**src/verilog/updi_pkg.sv**
```systemverilog
// UPDI wire protocol constants: sync and ACK characters, opcodes, CS addresses, key, sizes
`default_nettype none

package updi_pkg;

	typedef logic [7:0] updi_byte_t;

	// characters on the wire
	localparam updi_byte_t updi_sync = 8'h55;
	localparam updi_byte_t updi_ack = 8'h40;

	// opcode bases, the pointer, size or CS address fields are or-ed in
	localparam updi_byte_t op_lds = 8'h00;
	localparam updi_byte_t op_ld = 8'h20;
	localparam updi_byte_t op_st = 8'h60;
	localparam updi_byte_t op_ldcs = 8'h80;
	localparam updi_byte_t op_stcs = 8'hc0;
	localparam updi_byte_t op_repeat = 8'ha0;
	localparam updi_byte_t op_key = 8'he0;

	// control/status space
	localparam logic [3:0] cs_status_a = 4'h0;
	localparam logic [3:0] cs_key_status = 4'h7;
	localparam logic [3:0] cs_reset_req = 4'h8;
	localparam logic [3:0] cs_sys_status = 4'hb;

	// written to reset_req to request a system reset
	localparam updi_byte_t reset_signature = 8'h59;

	// "NVMProg " key, byte 0 in bits 7:0 goes out first
	localparam logic [63:0] key_nvmprog = 64'h4e56_4d50_726f_6720;

	// signature row in the data space
	localparam logic [15:0] sig_base = 16'h1100;

	// longest data field and longest response of one command
	localparam int max_cmd_bytes = 8;
	localparam int max_rsp_bytes = 3;

	// byte counts carried with a command
	typedef logic [$clog2(max_cmd_bytes + 1)-1:0] cmd_len_t;
	typedef logic [$clog2(max_rsp_bytes + 1)-1:0] rsp_len_t;

endpackage

`default_nettype wire

```
**src/verilog/prog_pkg.sv**
```systemverilog
// programming session definitions: step enumeration, parameter defaults, device ID type
`default_nettype none

package prog_pkg;

	// session steps in the order a clean session walks them
	typedef enum logic [3:0] {
		step_idle,
		step_dbreak,
		step_status,
		step_key,
		step_key_status,
		step_rst_set,
		step_rst_delay,
		step_rst_clear,
		step_sys_poll,
		step_sys_delay,
		step_ptr,
		step_repeat,
		step_read
	} prog_step_t;

	localparam int default_delay_clks = 100;
	localparam int default_timeout_clks = 200;

	// three signature bytes, first received byte on top
	typedef logic [23:0] device_id_t;

endpackage

`default_nettype wire

```
**src/verilog/updi_cmd_if.sv**
```systemverilog
// command channel from the session sequencer to the UPDI frame engines
`default_nettype none

interface updi_cmd_if
	import updi_pkg::*;
();
	logic start;
	updi_byte_t opcode;
	updi_byte_t [max_cmd_bytes-1:0] data;
	cmd_len_t data_len;
	rsp_len_t rsp_len;
	// an ACK follows the last data byte
	logic wait_ack;

	logic tx_done;
	logic rsp_done;
	updi_byte_t [max_rsp_bytes-1:0] rsp;
	logic fault;

	modport seq (output start, opcode, data, data_len, rsp_len, wait_ack,
		input tx_done, rsp_done, rsp, fault);
	modport tx (input start, opcode, data, data_len, output tx_done);
	modport rx (input start, rsp_len, wait_ack, tx_done, output rsp_done, rsp, fault);

endinterface

`default_nettype wire

```
**src/verilog/updi_frame_tx.sv**
```systemverilog
// UPDI frame transmitter: sync, opcode and data bytes into the UART transmit FIFO
`default_nettype none

module updi_frame_tx
	import updi_pkg::*;
(
	input logic clk,
	input logic rst,
	updi_cmd_if.tx cmd,
	input logic tx_full,
	output updi_byte_t tx_data,
	output logic tx_wr_en
);
	// byte index 0 is sync, 1 is the opcode, data follows
	localparam int idx_w = $clog2(max_cmd_bytes + 2);

	logic active;
	logic [idx_w-1:0] idx;
	logic [$clog2(max_cmd_bytes)-1:0] data_idx;
	logic last;
	updi_byte_t opcode_q;
	updi_byte_t [max_cmd_bytes-1:0] data_q;
	cmd_len_t len_q;

	// under back-pressure the index holds, so the frame just stalls
	assign tx_wr_en = active && !tx_full;
	assign last = (idx == idx_w'(len_q) + idx_w'(1));
	assign data_idx = $clog2(max_cmd_bytes)'(idx - idx_w'(2));

	always_comb begin
		if (idx == '0) begin
			tx_data = updi_sync;
		end else if (idx == idx_w'(1)) begin
			tx_data = opcode_q;
		end else begin
			tx_data = data_q[data_idx];
		end
	end

	always_ff @(posedge clk) begin
		if (rst) begin
			active <= 1'b0;
			idx <= '0;
			cmd.tx_done <= 1'b0;
		end else begin
			cmd.tx_done <= 1'b0;
			if (cmd.start) begin
				active <= 1'b1;
				idx <= '0;
			end else if (tx_wr_en) begin
				idx <= idx + 1'b1;
				if (last) begin
					active <= 1'b0;
					cmd.tx_done <= 1'b1;
				end
			end
		end
	end

	// command is captured once, the sequencer may move on
	always_ff @(posedge clk) begin
		if (cmd.start) begin
			opcode_q <= cmd.opcode;
			data_q <= cmd.data;
			len_q <= cmd.data_len;
		end
	end

	a_no_write_when_full: assert property (@(posedge clk) disable iff (rst)
		tx_wr_en |-> !tx_full);

endmodule

`default_nettype wire

```
**src/verilog/updi_frame_rx.sv**
```systemverilog
// UPDI response receiver: ACK check or response bytes from the UART receive FIFO, with timeout
`default_nettype none

module updi_frame_rx
	import updi_pkg::*;
	import prog_pkg::*;
#(
	parameter int TIMEOUT_CLKS = default_timeout_clks
) (
	input logic clk,
	input logic rst,
	updi_cmd_if.rx cmd,
	input updi_byte_t rx_data,
	input logic rx_empty,
	output logic rx_rd_en
);
	localparam int tmr_w = $clog2(TIMEOUT_CLKS + 1);

	typedef enum logic [1:0] {rx_idle, rx_armed, rx_read} rx_state_t;

	rx_state_t state;
	logic ack_mode;
	rsp_len_t need;
	rsp_len_t got;
	// a read was issued, its byte is on rx_data now
	logic pend;
	logic [tmr_w-1:0] tmr;
	logic timeout;

	assign rx_rd_en = (state == rx_read) && !pend && !rx_empty;
	assign timeout = (state == rx_read) && !pend && !rx_rd_en &&
		(tmr == tmr_w'(TIMEOUT_CLKS - 1));

	always_ff @(posedge clk) begin
		if (rst) begin
			state <= rx_idle;
			pend <= 1'b0;
			got <= '0;
			tmr <= '0;
			cmd.rsp_done <= 1'b0;
			cmd.fault <= 1'b0;
		end else begin
			cmd.rsp_done <= 1'b0;
			cmd.fault <= 1'b0;
			pend <= rx_rd_en;
			tmr <= rx_rd_en ? '0 : tmr + 1'b1;
			if (cmd.start) begin
				state <= rx_armed;
				pend <= 1'b0;
			end else if (state == rx_armed && cmd.tx_done) begin
				// nothing expected back, the command ends at tx_done
				state <= (ack_mode || need != '0) ? rx_read : rx_idle;
				got <= '0;
				tmr <= '0;
			end else if (state == rx_read && pend) begin
				got <= got + 1'b1;
				if (ack_mode) begin
					cmd.rsp_done <= (rx_data == updi_ack);
					cmd.fault <= (rx_data != updi_ack);
					state <= rx_idle;
				end else if (got == need - 1'b1) begin
					cmd.rsp_done <= 1'b1;
					state <= rx_idle;
				end
			end else if (timeout) begin
				cmd.fault <= 1'b1;
				state <= rx_idle;
			end
		end
	end

	always_ff @(posedge clk) begin
		if (cmd.start) begin
			ack_mode <= cmd.wait_ack;
			need <= cmd.rsp_len;
		end
		if (state == rx_read && pend && !ack_mode) begin
			cmd.rsp[got] <= rx_data;
		end
	end

	a_no_read_when_empty: assert property (@(posedge clk) disable iff (rst)
		rx_rd_en |-> !rx_empty);

endmodule

`default_nettype wire

```
**src/verilog/prog_sequencer.sv**
```systemverilog
// session FSM: command table, status checks, reset delay counter and device ID register
`default_nettype none

module prog_sequencer
	import updi_pkg::*;
	import prog_pkg::*;
#(
	parameter int DELAY_CLKS = default_delay_clks
) (
	input logic clk,
	input logic rst,
	input logic start,
	input logic phy_error,
	input logic double_break_done,
	updi_cmd_if.seq cmd,
	output logic busy,
	output logic done,
	output logic fault,
	output device_id_t device_id,
	output logic double_break_start
);
	localparam int cnt_w = $clog2(DELAY_CLKS + 1);

	prog_step_t step;
	prog_step_t next_n;
	// command issued in this step, or double break requested
	logic issued;
	logic [cnt_w-1:0] delay_cnt;
	logic is_cmd_step;
	logic check_ok;
	logic cmd_done;
	logic restart;
	updi_byte_t opcode_n;
	updi_byte_t [max_cmd_bytes-1:0] data_n;
	cmd_len_t data_len_n;
	rsp_len_t rsp_len_n;
	logic wait_ack_n;

	always_comb begin
		opcode_n = op_ldcs;
		data_n = '0;
		data_len_n = '0;
		rsp_len_n = '0;
		wait_ack_n = 1'b0;
		is_cmd_step = 1'b1;
		check_ok = 1'b1;
		next_n = step_idle;
		case (step)
			step_status: begin
				opcode_n = op_ldcs | updi_byte_t'(cs_status_a);
				rsp_len_n = rsp_len_t'(1);
				check_ok = (cmd.rsp[0] != '0);
				next_n = step_key;
			end
			step_key: begin
				opcode_n = op_key;
				data_n = key_nvmprog;
				data_len_n = cmd_len_t'(max_cmd_bytes);
				next_n = step_key_status;
			end
			step_key_status: begin
				opcode_n = op_ldcs | updi_byte_t'(cs_key_status);
				rsp_len_n = rsp_len_t'(1);
				// NVMPROG key accepted
				check_ok = cmd.rsp[0][4];
				next_n = step_rst_set;
			end
			step_rst_set, step_rst_clear: begin
				opcode_n = op_stcs | updi_byte_t'(cs_reset_req);
				data_n[0] = (step == step_rst_set) ? reset_signature : 8'h00;
				data_len_n = cmd_len_t'(1);
				next_n = (step == step_rst_set) ? step_rst_delay : step_sys_poll;
			end
			step_sys_poll: begin
				opcode_n = op_ldcs | updi_byte_t'(cs_sys_status);
				rsp_len_n = rsp_len_t'(1);
				// NVMPROG mode not yet entered, poll again later
				next_n = cmd.rsp[0][3] ? step_ptr : step_sys_delay;
			end
			step_ptr: begin
				// ST ptr, word address
				opcode_n = op_st | 8'h09;
				data_n[0] = sig_base[7:0];
				data_n[1] = sig_base[15:8];
				data_len_n = cmd_len_t'(2);
				wait_ack_n = 1'b1;
				next_n = step_repeat;
			end
			step_repeat: begin
				opcode_n = op_repeat;
				data_n[0] = updi_byte_t'(max_rsp_bytes - 1);
				data_len_n = cmd_len_t'(1);
				next_n = step_read;
			end
			step_read: begin
				// LD *ptr++, byte
				opcode_n = op_ld | 8'h04;
				rsp_len_n = rsp_len_t'(max_rsp_bytes);
				next_n = step_idle;
			end
			default: is_cmd_step = 1'b0;
		endcase
	end

	assign cmd_done = is_cmd_step && issued &&
		((cmd.tx_done && cmd.rsp_len == '0 && !cmd.wait_ack) || cmd.rsp_done);
	assign restart = busy &&
		(phy_error || (cmd.fault && step != step_dbreak) || (cmd_done && !check_ok));

	always_ff @(posedge clk) begin
		if (rst) begin
			step <= step_idle;
			issued <= 1'b0;
			busy <= 1'b0;
			done <= 1'b0;
			fault <= 1'b0;
			double_break_start <= 1'b0;
			cmd.start <= 1'b0;
			delay_cnt <= '0;
		end else begin
			done <= 1'b0;
			fault <= 1'b0;
			double_break_start <= 1'b0;
			cmd.start <= 1'b0;
			if (restart) begin
				fault <= 1'b1;
				step <= step_dbreak;
				issued <= 1'b0;
			end else if (is_cmd_step && !issued) begin
				cmd.start <= 1'b1;
				issued <= 1'b1;
			end else begin
				case (step)
					step_idle: begin
						if (start) begin
							busy <= 1'b1;
							step <= step_dbreak;
						end
					end
					step_dbreak: begin
						if (!issued) begin
							double_break_start <= 1'b1;
							issued <= 1'b1;
						end else if (double_break_done) begin
							step <= step_status;
							issued <= 1'b0;
						end
					end
					step_rst_delay, step_sys_delay: begin
						if (delay_cnt == '0) begin
							step <= (step == step_rst_delay) ? step_rst_clear : step_sys_poll;
						end else begin
							delay_cnt <= delay_cnt - 1'b1;
						end
					end
					default: begin
						if (cmd_done) begin
							step <= next_n;
							issued <= 1'b0;
							delay_cnt <= cnt_w'(DELAY_CLKS - 1);
							if (step == step_read) begin
								busy <= 1'b0;
								done <= 1'b1;
							end
						end
					end
				endcase
			end
		end
	end

	always_ff @(posedge clk) begin
		if (is_cmd_step && !issued) begin
			cmd.opcode <= opcode_n;
			cmd.data <= data_n;
			cmd.data_len <= data_len_n;
			cmd.rsp_len <= rsp_len_n;
			cmd.wait_ack <= wait_ack_n;
		end
		if (cmd_done && step == step_read && !restart) begin
			device_id <= {cmd.rsp[0], cmd.rsp[1], cmd.rsp[2]};
		end
	end

	// one command in flight until the engines complete it or the session restarts
	a_single_cmd: assert property (@(posedge clk) disable iff (rst)
		cmd.start && !restart |=> !cmd.start throughout (cmd_done || restart)[->1]);

	a_done_clean: assert property (@(posedge clk) disable iff (rst)
		done |-> !fault && !busy);

endmodule

`default_nettype wire

```
**src/verilog/updi_programmer.sv**
```systemverilog
// UPDI programmer top level: sequencer and frame engines on one command channel
`default_nettype none

module updi_programmer
	import updi_pkg::*;
	import prog_pkg::*;
#(
	parameter int DELAY_CLKS = default_delay_clks,
	parameter int TIMEOUT_CLKS = default_timeout_clks
) (
	input logic clk,
	input logic rst,
	input logic start,
	input logic phy_error,
	input logic tx_full,
	input updi_byte_t rx_data,
	input logic rx_empty,
	input logic double_break_done,
	output logic busy,
	output logic done,
	output logic fault,
	output device_id_t device_id,
	output updi_byte_t tx_data,
	output logic tx_wr_en,
	output logic rx_rd_en,
	output logic double_break_start
);
	updi_cmd_if cmd ();

	prog_sequencer #(
		.DELAY_CLKS(DELAY_CLKS)
	) i_sequencer (
		.clk(clk),
		.rst(rst),
		.start(start),
		.phy_error(phy_error),
		.double_break_done(double_break_done),
		.cmd(cmd.seq),
		.busy(busy),
		.done(done),
		.fault(fault),
		.device_id(device_id),
		.double_break_start(double_break_start)
	);

	updi_frame_tx i_frame_tx (
		.clk(clk),
		.rst(rst),
		.cmd(cmd.tx),
		.tx_full(tx_full),
		.tx_data(tx_data),
		.tx_wr_en(tx_wr_en)
	);

	updi_frame_rx #(
		.TIMEOUT_CLKS(TIMEOUT_CLKS)
	) i_frame_rx (
		.clk(clk),
		.rst(rst),
		.cmd(cmd.rx),
		.rx_data(rx_data),
		.rx_empty(rx_empty),
		.rx_rd_en(rx_rd_en)
	);

endmodule

`default_nettype wire

```
**config.mk**
```make
export PLATFORM = sky130hd
export DESIGN_NAME = updi_programmer
export DESIGN_NICKNAME = d
export VERILOG_FILES = /design/src/verilog/updi_pkg.sv /design/src/verilog/prog_pkg.sv /design/src/verilog/updi_cmd_if.sv /design/src/verilog/updi_frame_tx.sv /design/src/verilog/updi_frame_rx.sv /design/src/verilog/prog_sequencer.sv /design/src/verilog/updi_programmer.sv
export SDC_FILE = /design/constraint.sdc
export NUM_CORES = 1
export LEC_CHECK = 0
export BUFFER_PORTS_ARGS = -buffer_cell sky130_fd_sc_hd__buf_2
export CORE_UTILIZATION = 60
export CTS_BUF_LIST = sky130_fd_sc_hd__clkbuf_8
export DETAILED_ROUTE_END_ITERATION = 16
export PLACE_DENSITY = 0.9
export SETUP_SLACK_MARGIN = 0.2
export SLEW_MARGIN = 20
export SYNTH_ARGS = -nofsm -noshare
export SYNTH_HDL_FRONTEND = slang
export SYNTH_HIERARCHICAL = 1
export SYNTH_SLANG_ARGS = --single-unit
```
**constraint.sdc**
```tcl
create_clock -name clk -period 3.8 [get_ports clk]
set_input_delay 0.38 -clock clk [delete_from_list [all_inputs] [get_ports clk]]
set_output_delay 0.38 -clock clk [all_outputs]
set_load 0.01 [all_outputs]
```
# == Yosys cells after proc, flatten, opt, wreduce, memory -nomap -nowiden ==
# Cells that the tools add are included.
# word_totals
out_inout_bits,38
wordCells,239
register_bits,244
# classes
n_reduce_logical,73
eq_ne,34
add_sub_neg,7
n_mux,66
n_bitwise,9
magnitude_cmp,3
# op_table
cell,count
two-way mux 8 bit,7
one-hot mux 8 bit (7 select lines),1
two-way mux 47 bit,1
two-way mux 4 bit,7
one-hot mux 4 bit (7 select lines),1
one-hot mux 7 bit (2 select lines),2
two-way mux 1 bit,25
binary-select mux 8 bit (select 3 bit),1
bitwise mux 24 bit,1
one-hot mux 4 bit (3 select lines),2
one-hot mux 8 bit (3 select lines),1
two-way mux 7 bit,3
== test 4 bit (second input constant),5
logical AND 1 bit,19
two-way mux 2 bit,9
AND reduction 6 bit,3
OR reduction 3 bit,6
demux 8 bit (select 2 bit),1
== test 4 x 3 -> 1 bit (second input constant),4
nonzero test 2 bit,7
AND reduction 2 bit,5
OR reduction 2 bit,5
logical NOT 1 bit,9
inverter 1 bit,9
other kinds (39),58

# == Longest topological paths before layout ==
# Gate-level depths: netlist (run 1).
# logic_depth
depth_word,10
ltp_mapped,8
depth_no_buf,8

# == By module ==
# The synthesis (run 1) kept the hierarchy.
# by_module_without_submodules
module,n_inst,cells_per_inst,seq_area_each_um2,area_each_um2
updi_frame_tx,1,187,2402.3,3294.4
prog_sequencer,1,289,1661.6,3103.0
updi_frame_rx,1,116,1111.1,1592.8

# == Least setup slack after synthesis (run 1) ==
# Ideal clock, no wire load.
# synth_path
path_type,register -> register
from,register i_sequencer.step[3]
to,register i_sequencer.device_id[0] (enable)
period_less_slack_ps,2900
setup_time_ps,406
required_ps,3394
slack_ps,900
arrival_time_ps,2494
stages_incl_launch_ff,7
path_cell_list,dfxtp_1 -> buf_6 -> or4b_4 -> a21oi_2 -> nor2b_2 -> or2_2 -> nor2_1
# synth_between
elab_chain_cells,10
# synth_rtl
element,line_no,rtl
from (decl),prog_sequencer.sv:24,prog_step_t step;
from (signal assigned),prog_sequencer.sv:112,step <= step_idle;
from (signal assigned),prog_sequencer.sv:127,step <= step_dbreak;
from (signal assigned),prog_sequencer.sv:137,step <= step_dbreak;
"== test 4 x 2 -> 1 bit, or another cell as far along",prog_sequencer.sv:48,case (step)
OR reduction 9 bit (no source line),-,
two-way mux 1 bit,prog_sequencer.sv:48,
logical AND 1 bit (2 in series),prog_sequencer.sv:105,assign cmd_done = is_cmd_step && issued &&
logical AND 1 bit,prog_sequencer.sv:108,(phy_error || (cmd.fault && step != step_dbreak) || (cmd_done && !check_ok));
logical OR 1 bit,prog_sequencer.sv:108,
logical AND 1 bit,prog_sequencer.sv:107,assign restart = busy &&
logical NOT 1 bit,prog_sequencer.sv:180,if (cmd_done && step == step_read && !restart) begin
logical AND 1 bit (*),prog_sequencer.sv:180,
to (signal assigned),prog_sequencer.sv:181,"device_id <= {cmd.rsp[0], cmd.rsp[1], cmd.rsp[2]};"
to (decl),prog_sequencer.sv:19,"output device_id_t device_id,"
# Every way passes the cells marked *; elsewhere a longest branch is shown, timed or not.
# A chain may end at the register's enable or synchronous reset.

# == Worst setup path in the final report (run 1) ==
# layout_path
from,register i_frame_tx.idx[1]
to,output tx_data[6]
# layout_between
elab_chain_cells,5
# layout_rtl
element,line_no,rtl
from (decl),updi_frame_tx.sv:18,logic [idx_w-1:0] idx;
from (signal assigned),updi_frame_tx.sv:51,idx <= idx + 1'b1;
subtractor 3 x 2 -> 3 bit,updi_frame_tx.sv:28,assign data_idx = $clog2(max_cmd_bytes)'(idx - idx_w'(2));
binary-select mux 8 bit (select 3 bit),updi_frame_tx.sv:36,tx_data = data_q[data_idx];
two-way mux 8 bit (implied by the code),updi_frame_tx.sv:36,
two-way mux 8 bit,updi_frame_tx.sv:33,end else if (idx == idx_w'(1)) begin
two-way mux 8 bit (*),updi_frame_tx.sv:31,if (idx == '0) begin
to (decl),updi_programmer.sv:23,"output updi_byte_t tx_data,"
# Every way passes the cells marked *; elsewhere a longest branch is shown, timed or not. The select of a mux whose other input is x is not followed.

==> results of run 1 <==
==> area by class of cell <==
| class | instances | area [um2] | share of cell area [%] |
|---|---|---|---|
| timing repair buffer | 55 | 283 | 3.38 |
| sequential | 185 | 5180 | 61.9 |
| tap | 172 | 215 | 2.57 |
| clock inverter | 13 | 65.1 | 0.777 |
| multi-input combinational | 334 | 2300 | 27.4 |
| inverter | 19 | 71.3 | 0.852 |
| clock buffer | 19 | 262 | 3.12 |
==> flip-flops by register name, summed over array words and instances (netlist names), 3 cells and up <==
register and count:
i_frame_tx/data_q 64, i_frame_rx/cmd.rsp 24, i_sequencer/device_id 24, i_frame_rx/tmr 8, i_frame_tx/opcode_q 8, i_sequencer/cmd.data 7
i_sequencer/cmd.opcode 7, i_sequencer/delay_cnt 7, i_frame_tx/idx 4, i_frame_tx/len_q 4, i_sequencer/step 4, i_sequencer/cmd.data_len 3
==> layout by cell type, fill, tap and decap left out, types with 5 or more instances in the layout <==
cell type / n
a21o_1: 5
a21oi_1: 26
and2_1: 9
buf_2: 52
clkbuf_8: 19
conb_1: 30
dfxtp_1: 37
edfxtp_1: 147
ha_1: 12
inv_1: 24
mux2_2: 8
mux2i_1: 9
mux4_2: 8
nand2_1: 15
nand2b_1: 6
nand3_1: 8
nor2_1: 58
nor2b_1: 12
nor3_1: 10
nor4_1: 5
o21ai_0: 9
o22ai_1: 10
o32a_1: 5
xnor2_1: 11
xor2_1: 8
==> critical path, cell delays in order (launching register included) <==
cell and delay (ps):
dfxtp_1 740, ha_1 390, nand2b_1 330, o22ai_1 150, o32ai_1 340, buf_2 200
==> layer usage <==
metal,vias to the layer above,track usage [%]
li1,2146,-
met2,176,33.7
met4,0,9.98
met3,30,5.64
met1,2161,25.9
met5,-,0
==> power by group through the flow <==
| stage | sequential [mW] | combinational [mW] | clock, mW |
|---|---|---|---|
| floorplan | 2.57 | 0.539 | 0 |
| global placement | 2.65 | 0.474 | 0 |
| detailed placement | 2.67 | 0.493 | 0 |
| CTS | 2.62 | 0.495 | 1.11 |
| global route | 2.65 | 0.553 | 1.21 |
| finish | 2.62 | 0.501 | 1.10 |
==> worst min path at each step <==
stage,startpoint,end,slack [ps],cells after the start
after floorplan,i_sequencer/cmd.data[12]$_SDFFCE_PN0P_,i_frame_tx/data_q[12]$_DFFE_PP_,400,0
after global placement,i_frame_rx/cmd.rsp[23]$_DFFE_PP_,i_sequencer/device_id[7]$_DFFE_PP_,400,0
after detailed placement,i_frame_rx/cmd.rsp[19]$_DFFE_PP_,i_sequencer/device_id[3]$_DFFE_PP_,400,0
after CTS,rx_data[7],i_frame_rx/cmd.rsp[15]$_DFFE_PP_,120,1
after global routing,rx_data[7],i_frame_rx/cmd.rsp[15]$_DFFE_PP_,130,1
final,rx_data[7],i_frame_rx/cmd.rsp[15]$_DFFE_PP_,140,1
==> per-stage QoR <==
stage	hold WS [ps]	worst slack, ps
5_1_grt	130	679
2_1_floorplan	400	900
3_3_place_gp	402	1220
4_1_cts	121	822
6_report	142	812
3_5_place_dp	405	1130
==> cells by family after synthesis <==
| family | after synthesis |
|---|---|
| mux | 25 |
| flops | 185 |
| compound gates | 93 |
| xor+xnor | 19 |
| other cells | 1 |
| fa+ha+maj | 12 |
| simple gates | 155 |
| buf+inv | 102 |
==> results.md, run 1 <==
* Result of the run: completed
* Clk_lat worst skew at 450 ps
* P_int at 3.11 mW
* Largest net degree at the start of global routing at 90
* Drt drc at 0
* Number of flops mapped to enable cells by yosys at 147
* Post-Synth Simple-Gate Area at 10.6%
* IO Pins at 53
* Hold WC Path Type: in -> reg
* Fin cells at 797
* Synthesis Warnings at 6
* Compound-gate portion of the synthesized area at 8.27%
* WL/cell at 17.0 um
* R2R Setup Slk at 1070 ps
* Final instance area at 8370 um2
* Die Width at 117 um
* Flops & latches, synth at 185
* PortBufs at 52
* Post-CTS setup buffer count at 0
* Worst EP required at 3420 ps
* Gp weighted congestion at 0.895
* Synth top cells by count: edfxtp_1 (147), buf_4 (60), nor2_1 (59)
* Via/cell ratio at 5.66
* Count leader, synth: edfxtp_1
* Max Used Layer: met4
* Max_cap viols at 0
* Final core utilization at 65.3%
* Mapped Area at 7990 um2
* Mapped Avg Cell Area at 13.5 um2
* Max-slew headroom at 28.2%
* Prevailing post-synth register cell: edfxtp_1
* Initial antenna violation count at 0
* Final setup violation count at 0
* Reg2reg start: i_sequencer/step[1]$_SDFFE_PP0P_
* DP HPWL at 9390 um
* Clock Path Buffers at 2
* Setup TNS at 0 ps
* Grt ovf at 0
* Achievable frequency at 335 MHz
* Startpoint type of the worst setup path: flip-flop
* PwrDens at 505 nW/um2
* Netlist cell types at 72
* Synth area leader: edfxtp_1
* Largest fanout on the critical path at 15
* Fillers at 877
* Critical path endpoint category: output port
* Power share of the clock group at 26.0%
* Setup crit end: tx_data[6]
* Tot GR Track Use at 20.8%
* Largest family of logic cells by synthesized area: simple AND/OR/NAND/NOR gates
* Lkg Pwr at 2.97 nW
* Row cnt at 41
* P&R area growth vs syn at 4.78%
* Synth area leaders: edfxtp_1 (55%), dfxtp_1 (9.5%), buf_4 (5.6%), nor2_1 (2.8%), mux4_2 (2.3%)
* Root Driver: clkbuf_8
* Die H at 117 um
* Final nets at 639
* Met1 Wirelength at 5660 um
* Clock sinks at 185
* Initial core utilization at 62.3%
* Drt pass-1 iters at 5
* Die ar. at 13,800 um2
* Crit path launch: i_frame_tx/idx[1]$_SDFFE_PP0P_
* Share of cells above drive strength 1 at 18.9%
* Detail Route Antenna Nets at 0
* Synth Area in XOR/XNOR at 2.08%
* Part of the power in combinational logic at 11.9%
* CTS tree: done
* H-tree Lvls at 4
* Unrepaired setup endpoints after global routing: no
* Final wirelength at 13,600 um
* Max IR drop VDD at 0.252 mV
* Tot Pwr at 4.22 mW
* Async SR Flop Fraction at 0%
* Cell Count Post-Placement at 765
* First-pass GRT wire length at 22,200 um
* Post-synthesis sequential area ratio at 64.8%
* Slew Viols, Final at 0
* N_diodes at 0
* Met2 wire length at 6720 um
* Reg2reg end: i_sequencer/device_id[5]$_DFFE_PP_
* Psw at 1.12 mW
* Sw frac at 26.5%
* Final hold viol count at 0
* Cts hold-fix bufs at 0
* Type of the worst setup path: reg -> out
* Flop pwr share at 62.1%
* Clk_skew at 14.5 ps
* Crit path DAT at 2610 ps
* Syn Inst Count at 592
* Post-synthesis mux area share at 4.51%
* TritonCTS buffer count at 17
* DRT iter0 DRCs at 433
* Final period util at 78.6%
* Wire length on met3 at 856 um
* Dpl cell area at 8050 um2
* Top cell type's share of synthesized area at 55.2%
* Adder-cell share of the synthesized area at 1.88%
* Vias in the first global route at 4,509
* CORE AREA at 12,800 um2
* Worst slew pin tran at 1080 ps
* Min Tclk post-route at 2990 ps
* Vias at 4,513
* Reg2reg path depth at 6
* CTS resizes at 0
* CTS clk-pin slew, worst paths at 90 ps
Note: power is estimated with default switching activity, not from simulation.
==> run 2: changes to the inputs <==
--- a/config.mk
+++ b/config.mk
@@ -6,7 +6,7 @@
 export NUM_CORES = 1
 export LEC_CHECK = 0
 export BUFFER_PORTS_ARGS = -buffer_cell sky130_fd_sc_hd__buf_2
-export CORE_UTILIZATION = 60
+export CORE_UTILIZATION = 57
 export CTS_BUF_LIST = sky130_fd_sc_hd__clkbuf_8
 export DETAILED_ROUTE_END_ITERATION = 16
 export PLACE_DENSITY = 0.9
==> constraint.sdc (replaced) <==
create_clock -name clk -period 2.5 [get_ports clk]
set_input_delay 0.25 -clock clk [delete_from_list [all_inputs] [get_ports clk]]
set_output_delay 0.25 -clock clk [all_outputs]
set_load 0.01 [all_outputs]
==> run 2 against run 1 <==
Count of clock-buffer cells in the layout grew 1. Via count is 2.1% higher. Die area grew 5.2%. Worst hold slack got worse by 110 ps. Final cell count is 3.5% higher. Sequential power up 49%. Clock power is 55% higher. Critical path depth decreased by 1. Core utilization fell by 0.32 points. Combinational power increased by 99%. Global-route usage barely moved. Critical endpoint is now tx_data[3].
==> results.md, run 2 (synthesis gave the netlist of run 1 again) <==
* Most common cell after layout, fill and taps aside: edfxtp_1
* Final instance area at 8740 um2 (+4.4%)
* Row cnt at 42 (+2.4%)
* IO Pins at 53 (unchanged)
* Die Width at 120 um (+2.6%)
* H-tree Lvls at 4 (unchanged)
* Max IR drop VDD at 0.591 mV (+130%)
* Critical path endpoint category: output port
* Achievable frequency at 437 MHz
* Max reg flops at 64 (unchanged)
* Flop pwr share at 59.1% (-3.0 points)
* Psw at 1.76 mW (+57%)
* WL/cell at 17.7 um (+4.0%)
* Result of the run: completed
* Unrepaired setup endpoints after global routing: yes
* Setup TNS at 0 ps (unchanged)
* CP max-delay cell: mux4_2
* Worst slew pin tran at 863 ps (-213 ps)
* CORE AREA at 13,500 um2 (+4.9%)
* Slew Viols, Final at 0 (unchanged)
* Root Driver: clkbuf_8
* Drt pass-1 iters at 6 (+1)
* Final core utilization at 65.0% (-0.32 points)
* Final period util at 91.5%
* Final wirelength at 14,600 um (+7.6%)
* WP buf/inv at 1 (unchanged)
* Clock sinks at 185 (unchanged)
* Clk_skew at 25.1 ps (+10.6 ps)
* Hold WC Path Type: in -> reg
* Final nets at 663 (+3.8%)
* Max_cap viols at 0 (unchanged)
* Clock Path Buffers at 2 (unchanged)
* Type of the worst setup path: reg -> out
* Worst EP required at 2250 ps (-1170 ps)
* Largest regs: i_frame_tx/data_q (64), i_frame_rx/cmd.rsp (24), i_sequencer/device_id (24)
* Die ar. at 14,500 um2 (+5.2%)
* Vias at 4,608 (+2.1%)
* Crit path DAT at 2040 ps (-570 ps)
* Vias in the first global route at 4,508 (-0.022%)
* PwrDens at 755 nW/um2 (+50%)
* Lkg Pwr at 3.10 nW (+4.3%)
* Drt drc at 0 (unchanged)
* P&R area growth vs syn at 9.36%
* Share of cells above drive strength 1 at 24.7% (+5.8 points)
* Dpl cell area at 8190 um2 (+1.8%)
* Initial antenna violation count at 0 (unchanged)
* Final hold viol count at 0 (unchanged)
* First-pass GRT wire length at 22,500 um (+1.4%)
* CP top delay family: multiplexers
* Grt ovf at 0 (unchanged)
* Via/cell ratio at 5.59 (-1.4%)
* CTS clk-pin slew, worst paths at 90 ps (about the same)
* Gp weighted congestion at 0.865 (-3.3%)
* TritonCTS buffer count at 17 (unchanged)
* Largest fanout on the critical path at 8 (-7)
* Min Tclk post-route at 2290 ps
* DRT iter0 DRCs at 378 (-13%)
* Fillers at 907 (+3.4%)
* Top reg by flops: i_frame_tx/data_q
* P_int at 4.84 mW (+56%)
* Part of the power in combinational logic at 15.1% (+3.2 points)
* Clk_lat worst skew at 460 ps (about the same)
* Final setup violation count at 0 (unchanged)
* CTS tree: done
* Startpoint type of the worst setup path: flip-flop
* Power share of the clock group at 25.8% (-0.2 points)
* Crit-path cells: mux4_2 > and2_4 > o32a_1 > buf_2
* Tot GR Track Use at 20.8% (+0.034 points)
* Detail Route Antenna Nets at 0 (unchanged)
* Max-slew headroom at 42.4% (+14 points)
* PortBufs at 52 (unchanged)
* Most frequent cells in the layout: edfxtp_1 (147), nor2_1 (56), buf_2 (52)
* N_diodes at 0 (unchanged)
* DP HPWL at 9970 um (+6.3%)
* Die H at 120 um (+2.6%)
* Initial core utilization at 59.4% (-2.9 points)
* Largest net degree at the start of global routing at 71 (-21%)
* Sw frac at 26.6% (+0.15 points)
* Worst path max stage delay at 530 ps (-210 ps)
==> run 2: power groups by stage <==
stage	Combinational, mW	Clock, mW	Sequential, mW
finish	0.998	1.70	3.90
global route	1.08	1.85	3.93
CTS	0.942	1.73	3.90
detailed placement	0.922	0	3.97
global placement	0.906	0	3.94
floorplan	0.819	0	3.90
==> run 2: layout make-up <==
cell class / instances / area, um2 / share of cell area [%]
sequential: 185 / 5190 / 59.4
multi-input combinational: 334 / 2410 / 27.6
timing repair buffer: 79 / 507 / 5.80
clock buffer: 20 / 275 / 3.15
tap: 176 / 220 / 2.52
inverter: 19 / 71.3 / 0.816
clock inverter: 12 / 65.1 / 0.745
==> run 2: stage by stage <==
| step | hold slack [ps] | std cells | worst slack (ps) | power, mW |
|---|---|---|---|---|
| after detailed placement | 406 | 785 | 252 | 4.89 |
| after global routing | 10.4 | 825 | 150 | 6.86 |
| after global placement | 401 | 785 | 321 | 4.84 |
| final | 35.0 | 825 | 212 | 6.60 |
| after floorplan | 322 | 621 | 259 | 4.72 |
| after CTS | 11.1 | 824 | 188 | 6.57 |
==> run 2: path summary, 6_finish.rpt <==
path | startpoint | end | slack, ps | cells past startpoint
worst max register to register | i_sequencer/step[3]$_SDFFE_PP0P_ | i_sequencer/device_id[14]$_DFFE_PP_ | 270 | 7
worst min-delay path | rx_data[1] | i_frame_rx/cmd.rsp[17]$_DFFE_PP_ | 30 | 1
worst max-delay path | i_frame_tx/idx[0]$_SDFFE_PP0P_ | tx_data[3] | 210 | 4
worst min register to register | i_frame_rx/cmd.rsp[20]$_DFFE_PP_ | i_sequencer/device_id[4]$_DFFE_PP_ | 400 | 0
==> run 2: layer usage <==
| metal | global-route usage [%] | vias up | routed length, um |
|---|---|---|---|
| li1 | - | 2188 | - |
| met1 | 25.3 | 2221 | 6000 |
| met2 | 35.3 | 162 | 7490 |
| met3 | 5.05 | 37 | 762 |
| met4 | 9.41 | 0 | 352 |
| met5 | 0 | - | 0 |
==> run 2: what timing repair did <==
action	CTS	global route
endpoints found under the hold margin	17	0
pin swaps	6	4
gates cloned	0	0
setup buffers	1	1
gates resized for setup	18	19
hold buffers	6	0
endpoints found under the setup margin	8	36
